**config.mk**
```make
export PLATFORM = sky130hd
export DESIGN_NAME = pixel_scan
export DESIGN_NICKNAME = d
export VERILOG_FILES = /design/src/verilog/snake_pkg.sv /design/src/verilog/pixel_scan.sv
export SDC_FILE = /design/constraint.sdc
export NUM_CORES = 1
export LEC_CHECK = 0
export BUFFER_PORTS_ARGS = -buffer_cell sky130_fd_sc_hd__buf_2
export CORE_MARGIN = 10
export CORE_UTILIZATION = 54
export CTS_CLUSTER_SIZE = 40
export DETAILED_ROUTE_END_ITERATION = 7
export PLACE_DENSITY_LB_ADDON = 0.15
export SLEW_MARGIN = 20
export SYNTH_ARGS = -nofsm -noshare
export SYNTH_HDL_FRONTEND = slang
export SYNTH_SLANG_ARGS = --single-unit
export TNS_END_PERCENT = 30
```
**constraint.sdc**
```tcl
create_clock -name CLK -period 2.6 [get_ports CLK]
set_clock_uncertainty 0.1 [all_clocks]
set_input_delay 0.78 -clock CLK [delete_from_list [all_inputs] [get_ports CLK]]
set_output_delay 0.78 -clock CLK [all_outputs]
set_load 0.005 [all_outputs]
```
**src/verilog/snake_pkg.sv**
```systemverilog
package snake_pkg;

    typedef logic signed [11:0] coord_t;
    typedef logic [5:0] rgb_t;
    typedef logic [3:0] len_t;

    typedef enum logic [1:0] {
        GAME_IDLE,
        GAME_PLAY,
        GAME_OVER
    } game_state_e;

    typedef enum logic [2:0] {
        DIR_NONE,
        DIR_RIGHT,
        DIR_LEFT,
        DIR_UP,
        DIR_DOWN
    } dir_e;

    // snake geometry
    localparam int SEG_MAX = 10;
    localparam int LEN_INIT = 5;
    localparam int STEP_PX = 30;
    localparam int SEG_SPACING = 20;

    // compared against squared distances
    localparam int SEG_RSQ = 400;
    localparam int FOOD_RSQ = 225;
    localparam int EAT_DSQ = 1200;

    // walls of the arena
    localparam coord_t ARENA_X_MAX = 12'sd375;
    localparam coord_t ARENA_Y_MAX = 12'sd225;
    localparam coord_t ARENA_Y_MIN = -12'sd275;

    // 2 bits each of red, green, blue
    localparam rgb_t COLOR_WHITE = 6'b11_11_11;
    localparam rgb_t COLOR_BLACK = 6'b00_00_00;
    localparam rgb_t COLOR_GREEN = 6'b00_11_00;
    localparam rgb_t COLOR_RED = 6'b11_00_00;

endpackage
```
**src/verilog/pixel_scan.sv**
```systemverilog
`timescale 1ns/1ps

module pixel_scan #(
    parameter int H_ACTIVE = 800,
    parameter int V_ACTIVE = 600
) (
    input  logic               CLK,
    input  logic               RESET,
    output snake_pkg::coord_t  scan_x,
    output snake_pkg::coord_t  scan_y,
    output logic               scan_first
);

    localparam int COL_W = $clog2(H_ACTIVE);
    localparam int ROW_W = $clog2(V_ACTIVE);

    logic [COL_W-1:0] col;
    logic [ROW_W-1:0] row;

    // row-major walk, one pixel per clock
    always_ff @(posedge CLK) begin
        if (RESET) begin
            col <= '0;
            row <= '0;
        end else if (col == COL_W'(H_ACTIVE - 1)) begin
            col <= '0;
            if (row == ROW_W'(V_ACTIVE - 1)) begin
                row <= '0;
            end else begin
                row <= row + 1'b1;
            end
        end else begin
            col <= col + 1'b1;
        end
    end

    // centred, up is positive
    assign scan_x = snake_pkg::coord_t'(col) - snake_pkg::coord_t'(H_ACTIVE / 2);
    assign scan_y = snake_pkg::coord_t'(V_ACTIVE / 2) - snake_pkg::coord_t'(row);
    assign scan_first = (col == '0) && (row == '0);

endmodule

```
Word level (Yosys, flattened, before mapping) --
Cells that the tools add are included.
Operators by class: add/subtract/negate cells 4, multipliers 0, divide/modulo/power cells 0, $lt $le $gt $ge 0, eq/ne operators 2, shifts and indexed selects 0, multiplexer cells 1, bitwise gates (word level) 0, reductions and logical operators 4
Operator list (count):
- 10-bit by 1-bit adder with 10-bit output, second input constant | 2
- 10-bit equality test, second input constant | 2
- 10-bit zero test | 2
- 10-bit by 9-bit subtractor with 11-bit output, second input constant | 1
- 9-bit by 10-bit subtractor with 11-bit output, first input constant | 1
- 10-bit 2-to-1 mux | 1
- 2-bit OR reduction | 1
- 1-bit logical AND | 1
Storage, ports and cells: register bits after elaboration 20, latch bits 0, memory bits (writable) 0, ROM bits 0, input port bits 2, memories 0

Logic depth before layout (Yosys ltp) --
depth after elaboration 2, depth in mapped cells 7, depth with buffers taken out 6

Least setup slack after synthesis --
Ideal clock, no wire load.
path type register to output, start point register row[0], end point output port scan_y[11], arrival 1.492 ns, data required time 1.720 ns, setup slack 0.228 ns, cell stages (with the launch flop) 8, buffers on the path 1, cell sequence dfxtp_1 > inv_1 > ha_1 > and3b_2 > o21ai_0 > nand2_1 > a21o_1 > buf_4
Between the ends: longest elaborated chain between the ends 1
RTL lines:
- from (decl) | RTL line pixel_scan.sv:18 | logic [ROW_W-1:0] row;
- from (signal assigned) | RTL line pixel_scan.sv:30 | row <= row + 1'b1;
- 9-bit by 10-bit subtractor with 11-bit output | RTL line pixel_scan.sv:39 | assign scan_y = snake_pkg::coord_t'(V_ACTIVE / 2) - snake_pkg::coord_t'(row);
- to (decl) | RTL line pixel_scan.sv:10 | output snake_pkg::coord_t scan_y,
Every way passes these cells.

Worst setup path in the final report --
start point register col[7], end point output port scan_first
Between the ends: longest elaborated chain between the ends 2
RTL lines:
- from (decl) | RTL line pixel_scan.sv:17 | logic [COL_W-1:0] col;
- from (signal assigned) | RTL line pixel_scan.sv:33 | col <= col + 1'b1;
- 10-bit zero test | RTL line pixel_scan.sv:40 | assign scan_first = (col == '0) && (row == '0);
- 1-bit logical AND | RTL line pixel_scan.sv:40
- to (decl) | RTL line pixel_scan.sv:11 | output logic scan_first
Every way passes these cells.

==> results.toml <==
[cts]
cts_tree = "built"
cts_root_buf = "clkbuf_4"
htree_levels = 1
cts_hold_buf = 0
cts_buffers = 3
clock-sinks = 20
worst_skew_pair.late_latency_ns = 0.30
path_clk_slew_ns = 0.13
clockBufferDepth = 2

[synth]
synth_nets = 170
synth_seq_area_share = 0.300
synth.distinct_cells = 39
synth.area.top_cells = "dfxtp_1, xnor2_1, ha_1"
yosys.area.top_type_share = 0.300
synthCells = 161
synth_area_sq_um = 1340
ys_ff_latch = 20
synth_area_per_cell_sq_um = 8.30
ys.warnings.count = 0
synth_area_leader_cell = "dfxtp_1"

[power]
peakVddDrop_uv = 342
finalPower_mw = 0.608
power.density_nw_per_um2 = 384
p_leak_nw = 0.688

[setup_path]
critPathMaxStageDelay_ns = 0.56
r2r-start = "col[0]$_SDFF_PP0_"
end_kind = "output pin"
critPathLaunch = "col[7]$_SDFF_PP0_"
reg2reg_slack_ns = 0.52
rr_worst_depth = 5
crit_required_ns = 1.72
crit_end = "scan_first"
critical_path_peak_fanout = 8
startpoint_type = "register"
r2r-end = "row[4]$_SDFFE_PP0N_"
crit_type = "register to output pin"
cpMaxStageDelayCell = "or4_1"
path_cells = "or4_1 > nor4b_4 > buf_2"
cp.arrival_ns = 1.71

[sta]
fmax_mhz = 387
layout_setup_ws_ns = 0.0129
finalSetupViolCount = 0
timing.final.crit_share = 0.995
tns_ns = 0
period_needed_ns = 2.59
worstMarginPinSlew_ns = 0.417
rsz0062_at_grt = "yes"
slew_headroom = 0.722
slew_viol_final = 0
hold-worst-slack_ns = 0.402
final_hold_viol_count = 0

[place]
place_area_sq_um = 1420
dpl.hpwl_mm = 2.21
place_ws_ns = 0.123
routabilityCongestion = 0.845
numPortBuffers = 26

[routing]
num_vias = 1117
finalWirelength_mm = 3.07
routed_via_density = 5.37
dr.pass1.iters = 4
first_iter_violations = 78
wire_per_inst_um = 14.8
drc = 0
ant_nets = 0

[floorplan]
initial_core_util = 0.587
io_pins = 27
row_count = 17
die-width_um = 69.7
coreArea_sq_um = 2280
die-area_sq_um = 4860
die_y_um = 69.7

[layout]
layout-drive-gt1-share = 0.356
antenna_cells = 0
design_area_sq_um = 1590
nets = 190
syn2layout_area_growth_pct = 18.6

[outcome]
outcome = "finished, final reports clean"

[grt]
grt_pass1_vias = 1194
grt_overflow = 0
grt_max_degree = 13
grtUsageTotal = 0.124
grt_pass1_wl_mm = 5.24
antenna_found_initial = 0

[hold_path]
hp-class = "register to register"
holdPathStages = 2

[job]
drv_cap = 0
Yosys cell counts:
cell and count:
a21o_1 1, a21oi_1 4, a311oi_1 1, a31o_2 1, a31oi_1 1, and3_1 2
and3_2 1, and3b_2 1, buf_2 4, buf_4 7, buf_6 1, clkbuf_1 5
dfxtp_1 20, ha_1 7, inv_1 10, nand2_1 8, nand2b_1 2, nand3_1 7
nand4_1 5, nand4b_2 2, nor2_1 21, nor3_1 4, nor3b_1 1, nor4_1 3
nor4_2 1, nor4b_1 2, o211a_1 1, o21a_1 1, o21ai_0 3, o21bai_4 1
o31ai_1 1, or2_1 1, or2_2 2, or3_1 1, or3_4 1, or4_1 1
or4_4 1, xnor2_1 17, xor2_1 8
repair_timing:
| item | 4_1_cts | 5_1_grt |
|---|---|---|
| pin swaps | 2 | 4 |
| endpoints found under the setup margin | 6 | 7 |
| gates resized for setup | 12 | 13 |
| setup buffers | 2 | 1 |
kinds of logic (layout without fill, tap and decap cells):
family / count (synthesis) / after routing / synth area share
buffers and inverters: 27 / 46 / 0.105
DFF: 20 / 20 / 0.300
xor gates and xnor gates: 25 / 25 / 0.164
adders and majority gates: 7 / 7 / 0.0655
and+or+nand+nor: 67 / 67 / 0.284
AOI/OAI and AO/OA: 15 / 15 / 0.0824
layer usage:
metal / track usage / wire (um)
met1: 0.135 / 1360
met2: 0.226 / 1570
met3: 0.0328 / 135
met4: 0.0370 / 9
met5: 0 / 0
where the power goes:
part	leakage, nW	switching (mW)	total [mW]	internal [mW]
Sequential	0.166	0.00640	0.315	0.308
Clock	0.0279	0.104	0.259	0.156
Combinational	0.495	0.0175	0.0342	0.0167
Total	0.688	0.128	0.608	0.481
layout make-up:
cell class | instances | area (sq um)
Timing Repair Buffer | 32 | 179
Multi-Input combinational cell | 114 | 867
Sequential cell | 20 | 414
Tap cell | 28 | 35.0
Fill cell | 186 | 691
Clock inverter | 1 | 30.0
Inverter | 10 | 37.5
Clock buffer | 3 | 22.5
worst min-delay path by stage:
stage	from	endpoint
after floorplan	col[0]$_SDFF_PP0_	col[0]$_SDFF_PP0_
after global placement	col[0]$_SDFF_PP0_	col[0]$_SDFF_PP0_
after detailed placement	col[0]$_SDFF_PP0_	col[0]$_SDFF_PP0_
after CTS	row[1]$_SDFFE_PP0N_	row[1]$_SDFFE_PP0N_
after global routing	row[1]$_SDFFE_PP0N_	row[1]$_SDFFE_PP0N_
final	row[1]$_SDFFE_PP0N_	row[1]$_SDFFE_PP0N_
cells in the final DEF (no fill, tap or decap), types with 4 or more instances in the layout:
| cell type | n |
|---|---|
| nand2_1 | 7 |
| xor2_1 | 8 |
| nand4_1 | 5 |
| inv_1 | 8 |
| xnor2_1 | 17 |
| ha_1 | 5 |
| buf_2 | 26 |
| dfxtp_1 | 13 |
| nor2_1 | 21 |
| dfxtp_2 | 5 |
| a21oi_1 | 4 |
| nor3_1 | 4 |
| nand3_1 | 7 |
| buf_4 | 5 |
state kept, by name, indices dropped and copies added, names as in the netlist:
name and cells:
col 10, row 10
critical path, delay by kind of cell, from the launching register on:
family                 cells  cell delay [ns]
and+or+nand+nor            2             0.85
buffers and inverters      1             0.16
DFF                        1             0.39
stage by stage:
| step | utilization | cells |
|---|---|---|
| floorplan | - | 161 |
| global placement | 0.625 | 201 |
| detailed placement | 0.625 | 201 |
| CTS | 0.672 | 207 |
| global route | 0.697 | 208 |
| finish | 0.697 | 208 |
Note: power is estimated with default switching activity, not from simulation.
