### config.mk
export PLATFORM = sky130hd
export DESIGN_NAME = game_control
export DESIGN_NICKNAME = d
export VERILOG_FILES = /design/src/verilog/snake_pkg.sv /design/src/verilog/game_control.sv
export SDC_FILE = /design/constraint.sdc
export NUM_CORES = 1
export LEC_CHECK = 0
export BUFFER_PORTS_ARGS = -buffer_cell sky130_fd_sc_hd__buf_2
export CORE_AREA = 2 2 39 41
export CTS_CLUSTER_DIAMETER = 200
export DETAILED_ROUTE_END_ITERATION = 8
export DIE_AREA = 0 0 41 43
export GPL_TIMING_DRIVEN = 0
export PLACE_DENSITY = 0.69
export RECOVER_POWER = 100
export SLEW_MARGIN = 20
export SYNTH_ARGS = -nofsm -noshare
export SYNTH_HDL_FRONTEND = slang
export SYNTH_SLANG_ARGS = --single-unit
export TNS_END_PERCENT = 20
### constraint.sdc
create_clock -name CLK -period 1.5 [get_ports CLK]
set_input_delay 0.225 -clock CLK [delete_from_list [all_inputs] [get_ports CLK]]
set_output_delay 0.225 -clock CLK [all_outputs]
set_load 0.02 [all_outputs]
### src/verilog/snake_pkg.sv
package snake_pkg;

    typedef logic signed [11:0] coord_t;
    typedef logic [5:0] rgb_t;
    typedef logic [3:0] len_t;

    typedef enum logic [1:0] {
        GAME_IDLE,
        GAME_PLAY,
        GAME_OVER
    } game_state_e;

    typedef enum logic [2:0] {
        DIR_NONE,
        DIR_RIGHT,
        DIR_LEFT,
        DIR_UP,
        DIR_DOWN
    } dir_e;

    // snake geometry
    localparam int SEG_MAX = 10;
    localparam int LEN_INIT = 5;
    localparam int STEP_PX = 30;
    localparam int SEG_SPACING = 20;

    // compared against squared distances
    localparam int SEG_RSQ = 400;
    localparam int FOOD_RSQ = 225;
    localparam int EAT_DSQ = 1200;

    // walls of the arena
    localparam coord_t ARENA_X_MAX = 12'sd375;
    localparam coord_t ARENA_Y_MAX = 12'sd225;
    localparam coord_t ARENA_Y_MIN = -12'sd275;

    // 2 bits each of red, green, blue
    localparam rgb_t COLOR_WHITE = 6'b11_11_11;
    localparam rgb_t COLOR_BLACK = 6'b00_00_00;
    localparam rgb_t COLOR_GREEN = 6'b00_11_00;
    localparam rgb_t COLOR_RED = 6'b11_00_00;

endpackage
### src/verilog/game_control.sv
`timescale 1ns/1ps

module game_control (
    input  logic                    CLK,
    input  logic                    RESET,
    input  logic                    btn_left,
    input  logic                    btn_right,
    input  logic                    btn_up,
    input  logic                    btn_down,
    input  snake_pkg::coord_t       head_x,
    input  snake_pkg::coord_t       head_y,
    output snake_pkg::game_state_e  state,
    output snake_pkg::dir_e         dir
);

    logic any_btn;
    logic wall_hit;
    snake_pkg::game_state_e state_next;
    snake_pkg::dir_e dir_next;

    assign any_btn = btn_left | btn_right | btn_up | btn_down;

    assign wall_hit = (head_x >= snake_pkg::ARENA_X_MAX) ||
                      (head_x <= -snake_pkg::ARENA_X_MAX) ||
                      (head_y >= snake_pkg::ARENA_Y_MAX) ||
                      (head_y <= snake_pkg::ARENA_Y_MIN);

    always_comb begin
        state_next = state;
        case (state)
            snake_pkg::GAME_IDLE: if (any_btn) state_next = snake_pkg::GAME_PLAY;
            snake_pkg::GAME_PLAY: if (wall_hit) state_next = snake_pkg::GAME_OVER;
            // over is left only through reset
            default: state_next = snake_pkg::GAME_OVER;
        endcase
    end

    // a button that would reverse the snake keeps the current direction
    always_comb begin
        dir_next = dir;
        if (state == snake_pkg::GAME_PLAY) begin
            if (btn_left || btn_right) begin
                case (dir)
                    snake_pkg::DIR_RIGHT, snake_pkg::DIR_LEFT: dir_next = dir;
                    snake_pkg::DIR_NONE: dir_next = snake_pkg::DIR_RIGHT;
                    default: dir_next = btn_left ? snake_pkg::DIR_LEFT : snake_pkg::DIR_RIGHT;
                endcase
            end else if (btn_up || btn_down) begin
                case (dir)
                    snake_pkg::DIR_UP, snake_pkg::DIR_DOWN: dir_next = dir;
                    default: dir_next = btn_up ? snake_pkg::DIR_UP : snake_pkg::DIR_DOWN;
                endcase
            end
        end
    end

    always_ff @(posedge CLK) begin
        if (RESET) begin
            state <= snake_pkg::GAME_IDLE;
            dir <= snake_pkg::DIR_NONE;
        end else begin
            state <= state_next;
            dir <= dir_next;
        end
    end

endmodule

# Yosys cells after proc, flatten, opt, wreduce, memory -nomap -nowiden
# Index checks and enable logic that the tools add are counted.
# W data, S select, Z words.
# word_totals
reg_bits,5
input_bits,30
output_inout_bits,5
# op_classes
n_lt_le_gt_ge,4
n_eq_ne,9
mux,9
bitwise,3
reduce_logical,12
# ops
operator,n
$le A12 B10 Y1 const B,2
$ge A12 B10 Y1 const B,1
$ge A12 B9 Y1 const B,1
$mux W3,4
$ne A2 B2 Y1 const B,4
$eq A3 B2 Y1 const B,2
$mux W2,3
$pmux W3 S2,1
$logic_or A1 B1 Y1,5
$pmux W2 S2,1
$reduce_and A4 Y1,1
$reduce_or A2 Y1,2
$eq A3 B1 Y1 const B,1
$eq A3 B3 Y1 const B,1
$logic_not A3 Y1,1
$or A1 B1 Y1,3
$eq A2 B1 Y1 const B,1
$logic_not A2 Y1,1
$reduce_and A2 Y1,1
$reduce_bool A2 Y1,1

# Logic depth before layout (Yosys ltp)
# Gate-level depths: netlist of run 1.
# logic_depth
ltp_word,6
mapped_depth,5
mapped_depth_nobuf,5

# Least setup slack after synthesis of run 1
# Ideal clock, no wire load.
# synth_timing
kind,in2reg
start,input port head_y[2]
end,register state[0]
t_arrival_ns,1.529
path_stages,5
path_slack_ns,-0.130
t_required_ns,1.399
cell_sequence,or4_1 o2111ai_1 o22ai_1 or4_1 o41ai_1
# synth_via
elab_chain_cells,5
word_cells_on_any_way,6
# synth_rtl
element,line_no,rtl
from (decl),game_control.sv:11,"input snake_pkg::coord_t head_y,"
$ge A12 B9 Y1,game_control.sv:25,(head_y >= snake_pkg::ARENA_Y_MAX) ||
$logic_or A1 B1 Y1,game_control.sv:24,(head_x <= -snake_pkg::ARENA_X_MAX) ||
$logic_or A1 B1 Y1 *,game_control.sv:25,
$ne A2 B2 Y1 (no line) *,--,
$reduce_and A2 Y1 (no line) *,--,
to (signal assigned),game_control.sv:59,state <= snake_pkg::GAME_IDLE;
to (signal assigned),game_control.sv:62,state <= state_next;
to (decl),game_control.sv:12,"output snake_pkg::game_state_e state,"
# Every way passes the cells marked *; elsewhere a longest branch is shown, timed or not.
# A chain may end at the register's enable or synchronous reset.

# Worst setup path after layout of run 1
# layout_timing
start,register dir[1]
end,register dir[0]
# layout_via
elab_chain_cells,4
word_cells_on_any_way,12
# layout_rtl
element,line_no,rtl
from (decl),game_control.sv:13,output snake_pkg::dir_e dir
from (signal assigned),game_control.sv:60,dir <= snake_pkg::DIR_NONE;
from (signal assigned),game_control.sv:63,dir <= dir_next;
$eq A3 B1 Y1 (tied with other cells),game_control.sv:43,case (dir)
$reduce_or A2 Y1 (on tied branches),"game_control.sv:43, game_control.sv:49",
$ne A2 B2 Y1 (no line) / $pmux W3 S2 (equally long branches),--,
$reduce_and A4 Y1 (no line) / $mux W3 (equally long branches),--,
# Several ways; a longest one is shown, not always the timed one. The select of a mux whose other input is x is not followed.

==> results of run 1 <==
[through the flow]
step	total power, mW	cells	TNS [ns]
global route	0.5629	115	-0.08117
floorplan	0.2443	57	-0.2006
finish	0.5159	115	-0.0003184
detailed placement	0.3222	107	-0.4701
global placement	0.3176	107	-0.4282
CTS	0.5177	115	-0.002756
[cells by family after synthesis]
kind of cell | share of synthesized area (%)
and+or+nand+nor | 35.20
AOI/OAI and AO/OA | 38.01
DFF | 24.92
buffers and inverters | 1.870
[power breakdown]
part	switching [mW]	internal, mW	leakage, nW	total, mW
clock network	0.0534	0.100	0.0150	0.154
registers	0.0150	0.150	0.0432	0.165
logic	0.0994	0.0979	0.237	0.197
total	0.168	0.348	0.295	0.516
[worst reg2reg max path, stage by stage, from the launching register on]
cell and delay [ns]:
dfxtp_2 0.32, or3_4 0.37, nand3_2 0.07, a21oi_2 0.07, or4_4 0.49, a21oi_2 0.12
[final timing paths]
kind              slack (ns)        to      from
setup / recovery     -0.0003    dir[0]    dir[1]
hold / removal          0.21    dir[0]     RESET
setup reg to reg     -0.0003    dir[0]    dir[1]
hold reg to reg         0.50  state[0]  state[0]
[layout by cell type, fill, tap and decap left out, types with 2 or more instances in the layout]
| master | count |
|---|---|
| buf_2 | 29 |
| nor2_1 | 6 |
| clkbuf_1 | 5 |
| nor3_1 | 4 |
| o21ai_0 | 4 |
| a21oi_1 | 4 |
| nor4_1 | 3 |
| clkbuf_4 | 3 |
| buf_4 | 3 |
| a31oi_1 | 2 |
| inv_1 | 2 |
| or4_4 | 2 |
| o22ai_1 | 2 |
| a21oi_2 | 2 |
| dfxtp_4 | 2 |
| dfxtp_2 | 2 |
| buf_6 | 2 |
[layer usage]
layer / GRT usage, % / up-vias / routed length [um]
met5: 0 / - / 0
met4: 12.00 / 0 / 8
met3: 3.141 / 2 / 108
met2: 28.75 / 36 / 652
met1: 17.68 / 270 / 494
li1: - / 320 / -
[final cells by class]
cell class / instances / area [um^2]
fillers: 140 / 668.1
multi-input cells: 50 / 346.6
repair buffers: 38 / 205.2
flip-flops and latches: 5 / 110.1
clock buffers: 4 / 26.28
well taps: 16 / 20.02
inverters: 2 / 7.507
[timing repair]
action	4_1_cts	5_1_grt
endpoints found under the setup margin	2	3
pin swaps	9	2
gates resized for setup	10	7
setup buffers	4	0
[registers in the layout, indices dropped and copies added (netlist names)]
signal / cells
dir: 3
state: 2
==> flow_summary.yaml, run 1 <==
timing:
  setup_viol: 1
  drv_slew: 0
  clock_skew_ns: 0.001380
  post-route-period-util_pct: 100.0
  timing.slew.headroom_pct: 67.50
  fmax_ghz: 0.6665
  worst_slack_ns: -0.0003184
  final_hold_viol_count: 0
  rsz0062_at_grt: "true"
  holdWs_ns: 0.2142
  worst_pin_slew_ns: 0.4830
  period_minus_slack_ns: 1.500
finish:
  design_area_um2: 715.7
  diodes: 0
  drive_gt1_share_pct: 52.53
  syn2layout_area_growth_pct: 78.19
  nNetsFinal: 130
  fin_util_pct: 51.72
global_routing:
  grt_pass1_wl_um: 2063
  grt_pass1_vias: 557
  gr-usage-all-layers_pct: 17.17
  globalRouteOverflowTotal: 0
  antenna_found_initial: 0
  grt_max_degree: 7
cts:
  hold_buffers: 0
  cts_tree: "done"
  insertion_delay_ns: 0.24
  clockRootBuffer: "clkbuf_4"
  clock_path_buffers: 2
  numCtsBuffers: 3
  cts.sinks: 5
  clk_pin_slew_ns: 0.04
  h-tree-depth: 1
critical_path:
  cp_cell_sequence: "or3_4 > nand3_2 > a21oi_2 > or4_4 > a21oi_2"
  worst-path-buf-inv: 0
  critical_path.max_stage_delay_ns: 0.48
  worstPathArrival_ns: 1.67
  crit_top_cell: "a21oi_2"
  cp.depth: 5
  critPathCaptureType: "flop"
  r2r_cells: 5
  crit_type: "reg2reg"
  crit_fanout: 4
  crit_family: "simple AND/OR/NAND/NOR gates"
  cp-start-kind: "flop"
  cp_slowest_cell: "or4_4"
  worstPathRequired_ns: 1.67
floorplanning:
  die_area_mm2: 0.001763
  die_w_um: 41
  core_mm2: 0.001384
  ioPinCount: 35
  num_rows: 14
  die_y_um: 43
  start_util_pct: 29.02
synth:
  synth.distinct_cells: 25
  async_reset_ff_share_pct: 0
  yosysTopAreaCell: "dfxtp_1"
  ys_seq_area_share_pct: 24.92
  synth.avg_cell_area_um2: 7.046
  ys_seq_elements: 5
  synthFlopType: "dfxtp_1"
  synthTopCellsByArea: "dfxtp_1, a21oi_1, o21ai_0, nor2_1, or4_1"
  synth_edf_count: 0
  netlist_instances: 57
  netlist_area_um2: 401.6
  synth_warnings: 0
  ys_top_cells_by_count: "a21oi_1, nor2_1, dfxtp_1, o21ai_0, nor3_1"
  postSynthNetCount: 87
  synth_top_area_share_pct: 24.92
detailed_routing:
  drc_errors: 0
  vias: 628
  ant_nets: 0
  drtIter0Drc: 23
  avgViaCountPerCell: 5.461
  wl_um: 1263
  drt_pass1_iterations: 4
  wl_per_cell_um: 10.98
run_status:
  violations: "setup timing"
  status: "finished, violations left"
power:
  p_per_area_mw_per_mm2: 720.8
  leakage_nw: 0.2950
  ir_worst_vdd_uv: 273.3
place:
  dpl.hpwl_um: 1017
  io_buffers: 34
  gp_congestion: 0.6604
  dpl_cell_area_um2: 594.3
  detailedPlace.worstSlack_ns: -0.2985
job:
  max_cap_viol_count: 0
worst_hold_path:
  min_path_type: "in2reg"
  min_path_cells: 2
(Power assumes the default switching activity.)
==> run 2, diff against run 1 <==
- CTS_BUF_LIST: not set -> sky130_fd_sc_hd__clkbuf_4 sky130_fd_sc_hd__clkbuf_8
- CTS_CLUSTER_SIZE: not set -> 16
- SETUP_SLACK_MARGIN: not set -> 0.5
==> flow_summary.yaml, run 2 (same netlist as run 1, synthesis figures left out) <==
critical_path:
  crit_type: "reg2reg"
  worstPathRequired_ns: 1.67
  worstPathArrival_ns: 1.67
  r2r_start: "dir[1]"
  r2r_setup_slack_ns: -0.0004
  critPathCaptureType: "flop"
  r2r-end: "dir[0]"
  cp-start-kind: "flop"
  r2r_cells: 5
  crit_fanout: 4
timing:
  drv_slew: 0
  post-route-period-util_pct: 100.0
  setup_viol: 1
  final_hold_viol_count: 0
  worst_slack_ns: -0.0003729
  timing.slew.headroom_pct: 69.10
  rsz0062_at_grt: "true"
  fmax_ghz: 0.6665
  period_minus_slack_ns: 1.500
  clock_skew_ns: 0.003819
  setup_tns_ns: -0.0003729
  worst_pin_slew_ns: 0.4593
global_routing:
  antenna_found_initial: 0
  grt_pass1_vias: 570
  gr-usage-all-layers_pct: 16.87
  globalRouteOverflowTotal: 0
  grt_pass1_wl_um: 2056
  grt_max_degree: 7
finish:
  final_common_cell: "buf_2"
  fin_util_pct: 57.05
  seq_area_um2: 113.9
  nNetsFinal: 130
  diodes: 0
  layout_common_cells: "buf_2, buf_6, nor2_1"
  design_area_um2: 789.5
  largest_register: "dir"
  largest_reg_flops: 3
  syn2layout_area_growth_pct: 96.57
  multi_input_area_um2: 370.4
  nFillCells: 132
  reg_top3: "dir: 3 flops, state: 2 flops"
  drive_gt1_share_pct: 62.63
power:
  finalPower_uw: 571.4
  p_per_area_mw_per_mm2: 723.8
  leakage_nw: 0.3269
  ir_worst_vdd_uv: 295.5
worst_hold_path:
  min_from: "RESET"
  min_path_type: "in2reg"
  min_path_cells: 2
  whs_endpoint: "dir[0]"
job:
  max_cap_viol_count: 0
floorplanning:
  die_y_um: 43
  ioPinCount: 35
  die_area_mm2: 0.001763
  core_mm2: 0.001384
  num_rows: 14
  die_w_um: 41
  start_util_pct: 29.02
detailed_routing:
  drt_pass1_iterations: 4
  vias: 645
  wl_um: 1286
  drc_errors: 0
  drtIter0Drc: 7
  wl_per_cell_um: 11.18
  ant_nets: 0
  avgViaCountPerCell: 5.609
cts:
  insertion_delay_ns: 0.24
  clk_pin_slew_ns: 0.04
  numCtsBuffers: 3
  clockRootBuffer: "clkbuf_4"
  h-tree-depth: 1
  cts.sinks: 5
  hold_buffers: 0
  cts_tree: "done"
  clock_path_buffers: 2
place:
  gp_congestion: 0.6604
  dpl_cell_area_um2: 594.3
  io_buffers: 34
  dpl.hpwl_um: 1017
run_status:
  status: "finished, violations left"
  violations: "setup timing"
==> run 2: through the flow <==
step                      hold WS (ns)  std cells  setup slack, ns
after global routing            0.2146        115         -0.03174
after floorplan                 0.2867         57          -0.1123
after global placement          0.4620        107          -0.2853
after detailed placement        0.4631        107          -0.2985
after CTS                       0.2186        115        0.0001213
final                           0.2166        115       -0.0003729
==> run 2: metal layers <==
layer	vias to the layer above	track usage, %	part of all wire, %
met5	-	0	0
met3	4	3.141	8.6
met4	0	10.00	1.5
met1	279	16.40	37
met2	42	30.00	53
li1	320	-	-
==> run 2: critical path, stage by stage, from the launching register on <==
cell	delay, ns
dfxtp_2	0.32
or3_4	0.37
nand3_2	0.07
a21oi_2	0.07
or4_4	0.48
a21oi_2	0.12
==> run 2: repair_timing <==
| action | CTS | global route |
|---|---|---|
| gates cloned | 0 | 0 |
| gates resized for setup | 22 | 14 |
| setup endpoints to repair | 9 | 10 |
| hold endpoints to repair | 0 | 0 |
| buffers inserted | 4 | 0 |
| pin swaps | 12 | 10 |
==> run 2: report_power, final <==
part / internal, mW / switching [mW] / leakage, nW / total (mW)
clock network: 0.118 / 0.0516 / 0.0184 / 0.170
logic: 0.127 / 0.107 / 0.265 / 0.234
registers: 0.150 / 0.0173 / 0.0439 / 0.167
total: 0.395 / 0.176 / 0.327 / 0.571
==> run 2: cell type report <==
type	instances	share of cell area [%]
multi-input cells	50	46.91
flip-flops and latches	5	14.42
inverters	2	0.9509
clock buffers	4	3.803
well taps	16	2.536
repair buffers	38	31.38
==> run 2: worst max path at each step <==
| stage | endpoint | cells after the start | startpoint |
|---|---|---|---|
| floorplan | state[0] | 5 | head_y[2] |
| global placement | state[0] | 6 | head_y[2] |
| detailed placement | state[0] | 6 | head_y[2] |
| CTS | state[0] | 6 | head_y[0] |
| global route | dir[1] | 5 | state[1] |
| finish | dir[0] | 5 | dir[1] |
