===== src/verilog/snake_pkg.sv =====
package snake_pkg;

    typedef logic signed [11:0] coord_t;
    typedef logic [5:0] rgb_t;
    typedef logic [3:0] len_t;

    typedef enum logic [1:0] {
        GAME_IDLE,
        GAME_PLAY,
        GAME_OVER
    } game_state_e;

    typedef enum logic [2:0] {
        DIR_NONE,
        DIR_RIGHT,
        DIR_LEFT,
        DIR_UP,
        DIR_DOWN
    } dir_e;

    // snake geometry
    localparam int SEG_MAX = 10;
    localparam int LEN_INIT = 5;
    localparam int STEP_PX = 30;
    localparam int SEG_SPACING = 20;

    // compared against squared distances
    localparam int SEG_RSQ = 400;
    localparam int FOOD_RSQ = 225;
    localparam int EAT_DSQ = 1200;

    // walls of the arena
    localparam coord_t ARENA_X_MAX = 12'sd375;
    localparam coord_t ARENA_Y_MAX = 12'sd225;
    localparam coord_t ARENA_Y_MIN = -12'sd275;

    // 2 bits each of red, green, blue
    localparam rgb_t COLOR_WHITE = 6'b11_11_11;
    localparam rgb_t COLOR_BLACK = 6'b00_00_00;
    localparam rgb_t COLOR_GREEN = 6'b00_11_00;
    localparam rgb_t COLOR_RED = 6'b11_00_00;

endpackage

===== src/verilog/snake_body.sv =====
`timescale 1ns/1ps

module snake_body #(
    parameter int STEP_LOG2 = 24
) (
    input  logic                    CLK,
    input  logic                    RESET,
    input  snake_pkg::game_state_e  state,
    input  snake_pkg::dir_e         dir,
    input  snake_pkg::coord_t       food_x,
    input  snake_pkg::coord_t       food_y,
    output snake_pkg::coord_t       seg_x [snake_pkg::SEG_MAX],
    output snake_pkg::coord_t       seg_y [snake_pkg::SEG_MAX],
    output snake_pkg::len_t         length,
    output logic                    food_eaten
);

    // hidden segments follow the fourth one
    localparam int TAIL_SRC = 3;
    localparam snake_pkg::coord_t STEP = snake_pkg::coord_t'(snake_pkg::STEP_PX);

    logic [STEP_LOG2-1:0] step_cnt;
    logic step_tick;
    int head_dx;
    int head_dy;

    always_ff @(posedge CLK) begin
        if (RESET) begin
            step_cnt <= '0;
        end else begin
            step_cnt <= step_cnt + 1'b1;
        end
    end

    assign step_tick = &step_cnt;

    always_ff @(posedge CLK) begin
        if (RESET || state != snake_pkg::GAME_PLAY) begin
            // start layout, head at 4 spacings to the right
            for (int i = 0; i < snake_pkg::SEG_MAX; i++) begin
                seg_x[i] <= (i < 4) ? snake_pkg::coord_t'((4 - i) * snake_pkg::SEG_SPACING)
                                    : '0;
                seg_y[i] <= '0;
            end
        end else if (step_tick && dir != snake_pkg::DIR_NONE) begin
            case (dir)
                snake_pkg::DIR_RIGHT: seg_x[0] <= seg_x[0] + STEP;
                snake_pkg::DIR_LEFT:  seg_x[0] <= seg_x[0] - STEP;
                snake_pkg::DIR_UP:    seg_y[0] <= seg_y[0] + STEP;
                default:              seg_y[0] <= seg_y[0] - STEP;
            endcase
            for (int i = 1; i < snake_pkg::SEG_MAX; i++) begin
                if (i >= int'(length)) begin
                    seg_x[i] <= seg_x[TAIL_SRC];
                    seg_y[i] <= seg_y[TAIL_SRC];
                end else begin
                    seg_x[i] <= seg_x[i-1];
                    seg_y[i] <= seg_y[i-1];
                end
            end
        end
    end

    // head to food distance
    assign head_dx = int'(seg_x[0]) - int'(food_x);
    assign head_dy = int'(seg_y[0]) - int'(food_y);
    assign food_eaten = (state == snake_pkg::GAME_PLAY) &&
                        (head_dx * head_dx + head_dy * head_dy < snake_pkg::EAT_DSQ);

    always_ff @(posedge CLK) begin
        if (RESET) begin
            length <= snake_pkg::len_t'(snake_pkg::LEN_INIT);
        end else if (food_eaten && length < snake_pkg::len_t'(snake_pkg::SEG_MAX)) begin
            length <= length + 1'b1;
        end
    end

endmodule


===== config.mk =====
export PLATFORM = sky130hd
export DESIGN_NAME = snake_body
export DESIGN_NICKNAME = d
export VERILOG_FILES = /design/src/verilog/snake_pkg.sv /design/src/verilog/snake_body.sv
export SDC_FILE = /design/constraint.sdc
export NUM_CORES = 1
export LEC_CHECK = 0
export BUFFER_PORTS_ARGS = -buffer_cell sky130_fd_sc_hd__buf_4
export CAP_MARGIN = 30
export CORE_MARGIN = 2
export CORE_UTILIZATION = 61
export CTS_CLUSTER_SIZE = 28
export DETAILED_ROUTE_END_ITERATION = 8
export PLACE_DENSITY = 0.79
export SYNTH_ARGS = -nofsm -noshare
export SYNTH_HDL_FRONTEND = slang
export SYNTH_SLANG_ARGS = --single-unit

===== constraint.sdc =====
create_clock -name CLK -period 19.5 [get_ports CLK]
set_clock_uncertainty 0.2 [all_clocks]
set_input_delay 3.9 -clock CLK [delete_from_list [all_inputs] [get_ports CLK]]
set_output_delay 3.9 -clock CLK [all_outputs]
set_load 0.005 [all_outputs]

-- Word-level counts from Yosys, hierarchy flattened
Cells that the tools add are included.
- flip-flop bits (word level): 268
- input bits: 31
- output and inout bits: 245
- add/subtract/negate cells: 9
- multiply operators: 2
- $lt $le $gt $ge: 10
- equal/unequal tests: 5
- multiplexer cells: 16
- bitwise logic cells: 2
- reduce and logical (&&, ||, !) cells: 11
- operators with widths (cell ; number):
    12-bit two-way mux ; 14
    13-bit by 13-bit multiplier with 26-bit output ; 2
    12-bit case mux with 2 select lines ; 2
    26-bit by 26-bit adder with 27-bit output ; 1
    27-bit by 12-bit less-than comparator with 1-bit output (second input constant) ; 1
    12-bit by 12-bit subtractor with 13-bit output ; 2
    12-bit by 6-bit adder with 12-bit output (second input constant) ; 2
    24-bit by 1-bit adder with 24-bit output (second input constant) ; 1
    24-bit AND reduction ; 1
    12-bit by 6-bit subtractor with 12-bit output (second input constant) ; 2
    3-bit by 4-bit >= comparator with 1-bit output (first input constant) ; 3
    2-bit by 4-bit >= comparator with 1-bit output (first input constant) ; 2
    4-bit >= comparator (first input constant) ; 2
    3-bit by 2-bit equality test with 1-bit output (second input constant) ; 2
    2-bit AND reduction ; 3
    4-bit by 1-bit adder with 4-bit output (second input constant) ; 1
    1-bit by 4-bit >= comparator with 1-bit output (first input constant) ; 1
    4-bit less-than comparator (second input constant) ; 1
    3-bit by 1-bit equality test with 1-bit output (second input constant) ; 1
    1-bit logical AND ; 3
    3-bit nonzero test ; 1
    2-bit by 1-bit equality test with 1-bit output (second input constant) ; 1
    2-bit by 1-bit != test with 1-bit output (second input constant) ; 1
    1-bit NOT ; 2
    other kinds (3) ; 3

-- Logic depth before layout (Yosys ltp)
Gate-level depths: netlist of the first run.
- depth in word-level cells: 6
- gate-level depth with buffers: 38
- mapped depth without buffers: 36

-- Least setup slack after synthesis of the first run
No wires, ideal clock.
- path type: in2out
- start point: in food_x[0]
- end point: out food_eaten
- arrival: 12414 ps
- path slack: 2986 ps
- stages on the path: 35
- cell sequence: inv_1 clkbuf_1 fa_1 a21o_1 a21oi_1 o21ai_0 a21oi_1 o21bai_1 a21oi_1 o21ai_1 o21a_1 clkbuf_1 nor2_1 fa_1 fa_1 inv_1 fa_1 inv_1 fa_1 fa_1 fa_1 inv_1 fa_1 inv_1 ha_1 clkbuf_1 a21oi_1 a2bb2oi_1 nand3_1 nor2_1 nand4_1 or4_1 and4bb_1 a31oi_1 inv_1
- word-level cells in the longest chain between the ends: 5
- RTL lines (what ; RTL line ; source):
    start: declaration ; snake_body.sv:10 ; input snake_pkg::coord_t food_x,
    12-bit by 12-bit subtractor with 13-bit output ; snake_body.sv:65 ; assign head_dx = int'(seg_x[0]) - int'(food_x);
    13-bit by 13-bit multiplier with 26-bit output ; snake_body.sv:68 ; (head_dx * head_dx + head_dy * head_dy < snake_pkg::EAT_DSQ);
    26-bit by 26-bit adder with 27-bit output ; snake_body.sv:68 ;
    27-bit by 12-bit less-than comparator with 1-bit output ; snake_body.sv:68 ;
    1-bit logical AND ; snake_body.sv:67 ; assign food_eaten = (state == snake_pkg::GAME_PLAY) &&
    end: declaration ; snake_body.sv:15 ; output logic food_eaten
No other way between the ends.

-- Final worst setup path of the first run
- start point: in food_y[0]
- end point: out food_eaten
- word-level cells in the longest chain between the ends: 5
- RTL lines (what ; RTL line ; source):
    start: declaration ; snake_body.sv:11 ; input snake_pkg::coord_t food_y,
    12-bit by 12-bit subtractor with 13-bit output ; snake_body.sv:66 ; assign head_dy = int'(seg_y[0]) - int'(food_y);
    13-bit by 13-bit multiplier with 26-bit output ; snake_body.sv:68 ;
    26-bit by 26-bit adder with 27-bit output ; snake_body.sv:68 ;
    27-bit by 12-bit less-than comparator with 1-bit output ; snake_body.sv:68 ;
    1-bit logical AND ; snake_body.sv:67 ;
No other way between the ends.

==> results.md, run 1 <==
* Worst Setup Start Kind: input port
* Synth Area in Simple Gates at 0.124
* Vias per cell at just under 6
* Total number of vias at roughly 20k
* Io pins at 276
* Pin count of the biggest net entering global routing at approximately 260
* Dpl ws at around 1.4 ns
* Fmax at 55.0 MHz
* Hold Fails Final Rpt at 0
* Max stage delay on crit path at 0.59 ns
* Initial antenna violation count at 0
* RSZ-0062 raised after global routing: false
* Xor/xnor cell area share of the yosys netlist at 0.0286
* CP max FO at 17
* First-pass GRT wire length at 108 mm
* Kind of cell adding the most delay to the critical path: adder cells
* Most frequent CP cell: fa_1
* Layout area overhead at 13.2%
* CTS Sinks at between 200 and 300
* All-layer global routing usage at 0.318
* Residual DRC at 0
* Post-Syn Instances at roughly 2.8k
* CTS tree: done
* Core Util, Final at 0.697
* Average cell area after synthesis at a little under 9 um2
* R2R depth at 32
* Vias in the first global route at 20.5k
* Remaining antenna violation count after routing at 0
* Worst path depth at 33
* Layout cell share with drive strength beyond 1 at 0.125
* Post-synth EDFFs at 0
* Hold Crit Class: flip-flop to flip-flop
* Cts bufs inserted at 25
* Warnings, synthesis at 0
* Final wirelength at between 60 and 70 mm
* Die Area at between 0.04 and 0.05 mm2
* Final hold slack at between 0.2 and 0.3 ns
* N_diodes at 0
* Max Slew Vio Count at 0
* Maxcap violations at 0
* Async SR Flop Fraction at 0
* CP Capture Type: primary output
* Critical path's slowest cell: fa_1
* CP required at approximately 15 ns
* Die height at a little over 200 um
* Normalized max-slew margin at 0.318
* Gr ovfl total at 0
* CP Class: input port to primary output
* H-tree depth at 1
* Main combinational cell family by area after synthesis: adder cells
* Hold buffers post-CTS at 0
* Core area at roughly 0.041 mm2
* Main synth FF type: dfxtp_1
* Clock Latency Late Sink at ~0.54 ns
* # setup viols final at 0
* Clock Path Buffers at 3
* Hold Path Stages at 2
* DR WL/cell at between 15 and 20 um
* Status: completed
* Post-synthesis sequential area ratio at 0.212
* Synthesized cell area at about 0.025 mm2
* Root Driver: clkbuf_16
* Compound-Gate Fraction of Synth Area at 0.110
* TNS Setup at 0 ns
* Post-Synth Adder-Cell Area at 0.358
* Minimum clock period at approximately 18 ns
* First-pass iteration count of the detailed router at 5
* Post-CTS Setup Bufs at 0
* Number of different library cells in the post-synthesis netlist at between 60 and 70
* Final period utilization at 0.932
* FF+latch count, synth at around 270
* Post-CTS sizing at 0
* 1st-iter DRT viols at 1476
* Worst slew pin tran at slightly above 1 ns
* Post-route setup slack at about 1.3 ns
* Multiplexer share of the synthesized area at 0.0708
* # nets final at around 3.5k
* Site row count at 74
* Initial Utilization at 0.615
* Worst path bufs/invs at 8
* Die width at a little over 200 um
* Clock Pin Slew Worst Setup and Hold Paths at about 0.06 ns
* DPL Wire Length at around 53 mm
* Worst Path Arrival at 14.08 ns
* Final GP Congestion at between 0.9 and 1
* Port Buffers at 273
[layout make-up]
cell class                 instances  area [um2]
timing repair buffer             303        2340
clock buffer                      35         733
clock inverter                    10        86.3
fill                            3112       12400
inverter                         478        1790
tap                              532         666
multi-input combinational       1908       17400
sequential                       266        5330
[worst reg2reg max path, delay by kind of cell (launching register included)]
kind / cells / cell delay (ns)
compound gates: 8 / 1.82
fa+ha+maj: 9 / 4.37
buf+inv: 5 / 0.69
flops: 1 / 0.52
mux: 2 / 0.62
simple gates: 8 / 2.08
[placed cells by master (no fill, tap or decap), drive strengths merged, types with 12 or more instances in the layout]
cell type    n
nand2      231
a21o        14
nor3        19
and2        21
nor2b       17
xnor2       55
a211oi     168
clkbuf      35
ha         156
buf        303
clkinv      14
xor2        27
fa         351
o211ai      12
a21oi      118
nand2b      15
nor2       329
and3        16
inv        473
o21ai       43
nand3       27
mux2i      174
dfxtp      266
[state kept, by name, summed over array words and instances, names as in the netlist]
register	flops
length	4
seg_x	119
seg_y	119
step_cnt	24
[synth_stat cells, types with 21 or more instances]
| cell type | number | area [um2] |
|---|---|---|
| nand3_1 | 26 | 130 |
| dfxtp_1 | 266 | 5330 |
| xor2_1 | 27 | 236 |
| buf_2 | 21 | 105 |
| nor2_1 | 329 | 1230 |
| and2_1 | 21 | 131 |
| xnor2_1 | 55 | 482 |
| fa_1 | 351 | 7030 |
| o21ai_0 | 36 | 180 |
| clkbuf_1 | 128 | 480 |
| mux2i_1 | 174 | 1740 |
| ha_1 | 156 | 1950 |
| a211oi_1 | 166 | 1250 |
| a21oi_1 | 118 | 591 |
| nand2_1 | 231 | 867 |
| inv_1 | 468 | 1760 |
[layer usage]
metal  wire (um)  global-route usage  vias to the layer above
li1            -                   -                     9346
met1       28500               0.440                    10000
met5           0                   0                        -
met4        2450              0.0952                        0
met3        6030              0.0677                      175
met2       30900               0.505                      818
[metrics by stage]
| stage | instances | cell area (um2) |
|---|---|---|
| after floorplan | 2805 | 25100 |
| after global placement | 3482 | 27500 |
| after detailed placement | 3487 | 27600 |
| after CTS | 3532 | 28400 |
| after global routing | 3532 | 28400 |
| final | 3532 | 28400 |
[cells by family after synthesis]
group / count (synthesis)
XOR/XNOR: 82
other: 1
AO/OA/AOI/OAI: 416
flip-flops: 266
adder cells (fa/ha/maj): 507
multiplexers: 177
buffers and inverters: 631
AND/OR/NAND/NOR: 723
[path summary, 6_finish.rpt]
path	from	endpoint	slack, ns
worst max-delay path	food_y[0]	food_eaten	1.32
worst min-delay path	seg_x[61]$_SDFFE_PP0P_	seg_x[61]$_SDFFE_PP0P_	0.26
worst max register to register	seg_y[109]$_SDFFE_PP0P_	length[1]$_SDFFE_PP0P_	9.14
worst min register to register	seg_x[61]$_SDFFE_PP0P_	seg_x[61]$_SDFFE_PP0P_	0.26
Power of run 1 is left out: the tool's default activity adds up to more than one toggle a clock period on the data nets, which glitch-free logic cannot reach.
==> run 2: changes to the inputs <==
==> constraint.sdc (replaced) <==
create_clock -name CLK -period 19.5 [get_ports CLK]
set_clock_uncertainty 0.2 [all_clocks]
set_input_delay 2.925 -clock CLK [delete_from_list [all_inputs] [get_ports CLK]]
set_output_delay 2.925 -clock CLK [all_outputs]
set_load 0.005 [all_outputs]
==> run 2 against run 1 <==
Net effect:
- flip-flop and latch count unchanged
- global-route usage increased by 0.15 points
- core utilization is 0.071 points lower
- via count fell by 0.12%
- final area fell by 0.10%
- final cell count decreased by 0.11%
- hold slack lost 0.0074 ns
- highest routed layer unchanged
- clock-buffer cell count is the same
- first-iteration DRC count shrank 6.1%
- critical path depth is the same
- wire length rose by 0.61%
==> results.md, run 2 (synthesis gave the netlist of run 1 again) <==
* 1st-iter DRT viols at 1386 (-6.1%)
* Io pins at 276 (unchanged)
* Minimum clock period at 16.43 ns (-1.74 ns)
* CP required at 16.38 ns (+0.98 ns)
* Die width at 207 um (unchanged)
* Status: completed
* Dpl ws at 3.19 ns (+1.78 ns)
* Max stage delay on crit path at 0.59 ns (about the same)
* Maxcap violations at 0 (unchanged)
* Initial antenna violation count at 0 (unchanged)
* # setup viols final at 0 (unchanged)
* All-layer global routing usage at 0.319 (+0.00148)
* Port Buffers at 273 (unchanged)
* Worst Hold Launch: step_cnt[0]$_SDFF_PP0_
* Hold Crit Class: flip-flop to flip-flop
* # fillers at 3154 (+1.3%)
* Vias in the first global route at 20.6k (+0.42%)
* Met3 wire length at 6.67 mm (+11%)
* Crit. Startpoint: food_y[0]
* Hold Fails Final Rpt at 0 (unchanged)
* First-pass iteration count of the detailed router at 5 (unchanged)
* Critical path's slowest cell: fa_1
* Total number of vias at 20.3k (-0.12%)
* Final period utilization at 0.843 (-0.0893)
* CTS tree: done
* Highest metal used: met4
* Max Slew Vio Count at 0 (unchanged)
* Hold Path Stages at 1 (-1)
* Core Util, Final at 0.696 (-0.000707)
* Final hold slack at 0.257 ns (-0.00739 ns)
* Clock Latency Late Sink at 0.54 ns (about the same)
* Clock Pin Slew Worst Setup and Hold Paths at 0.06 ns (about the same)
* FF+latch area at 0.00533 mm2 (unchanged)
* Vias per cell at 5.76 (about the same)
* Gr ovfl total at 0 (unchanged)
* Site row count at 74 (unchanged)
* Reg2reg start: seg_x[109]$_SDFFE_PP0P_
* Worst Hold Endpoint: step_cnt[0]$_SDFF_PP0_
* First-pass GRT wire length at 107 mm (-0.18%)
* CP max FO at 17 (unchanged)
* Root Driver: clkbuf_16
* Post-route setup slack at 3.07 ns (+1.74 ns)
* RSZ-0062 raised after global routing: false
* Fmax at 60.9 MHz (+11%)
* Worst Path Arrival at 13.31 ns (-0.77 ns)
* Cts bufs inserted at 24 (-4.0%)
* Pin count of the biggest net entering global routing at 258 (unchanged)
* # nets final at 3518 (-0.057%)
* R2R depth at 30 (-6.3%)
* Core area at 0.0407 mm2 (unchanged)
* Worst slew pin tran at 1.07 ns (+0.0493 ns)
* Worst Setup Start Kind: input port
* Die Area at 0.0427 mm2 (unchanged)
* Final wirelength at 68.3 mm (+0.61%)
* Initial Utilization at 0.615 (unchanged)
* CP Capture Type: primary output
* CTS Sinks at 266 (unchanged)
* Final GP Congestion at 0.957 (-2.6%)
* Worst R2R End: length[1]$_SDFFE_PP0P_
* Met1 Wirelength at 27.8 mm (-2.4%)
* R2R setup slack at 8.58 ns (-0.56 ns)
* Most common cell after layout, fill and taps aside: inv_1
* Residual DRC at 0 (unchanged)
* DPL Wire Length at 53.9 mm (+0.92%)
* Layout area overhead at 13.1%
* Layout cell share with drive strength beyond 1 at 0.123 (-0.00217)
* Multi-input combinational cell area at 0.0174 mm2 (unchanged)
* Most frequent cells in the layout: inv_1, fa_1, nor2_1, buf_4, dfxtp_1
* CP Class: input port to primary output
* Hold buffers post-CTS at 0 (unchanged)
* Remaining antenna violation count after routing at 0 (unchanged)
* H-tree depth at 1 (unchanged)
* DR WL/cell at 19.4 um (+0.73%)
* TNS Setup at 0 ns (unchanged)
* Post-CTS sizing at 0 (unchanged)
* Clock Path Buffers at 3 (unchanged)
* Die height at 207 um (unchanged)
* N_diodes at 0 (unchanged)
* Post-CTS Setup Bufs at 0 (unchanged)
* Largest regs: seg_x x119, seg_y x119, step_cnt x24
* Normalized max-slew margin at 0.285 (-0.0329)
* Most frequent CP cell: fa_1
* Met2 routed WL at 31.1 mm (+0.42%)
## run 2: cell count changes in the layout (fill, tap and decap cells not counted), sizes merged
cell | previous run | this run
buf | 303 | 302
bufinv | 1 | 2
clkinv | 14 | 11
clkinvlp | 0 | 1
inv | 473 | 471
## run 2: worst max-delay path by stage
stage,cells past startpoint,endpoint
after global placement,33,food_eaten
after global routing,33,food_eaten
final,33,food_eaten
after detailed placement,33,food_eaten
after CTS,33,food_eaten
after floorplan,35,food_eaten
## run 2: routing by layer
layer	vias up	GRT usage
li1	9353	-
met1	9931	0.428
met4	0	0.109
met2	848	0.501
met3	200	0.0887
met5	-	0
## run 2: worst max-delay path: cells and delay by family
kind,cells,cell delay [ns]
fa+ha+maj,9,4.66
simple gates,7,2.05
compound gates,9,1.87
buf+inv,8,1.80
## run 2: final cells by class
cell class / instances / share of cell area
Clock buffer: 35 / 0.0248
Timing Repair Buffer: 302 / 0.0825
Multi-Input combinational cell: 1908 / 0.615
Inverter: 478 / 0.0633
Tap cell: 532 / 0.0235
Clock inverter: 7 / 0.00309
Sequential cell: 266 / 0.188
## run 2: through the flow
| stage | area [um2] | std cells |
|---|---|---|
| floorplan | 25100 | 2805 |
| global placement | 27500 | 3481 |
| detailed placement | 27600 | 3486 |
| CTS | 28400 | 3528 |
| global route | 28400 | 3528 |
| finish | 28400 | 3528 |
Power of run 2 is left out for the same reason.
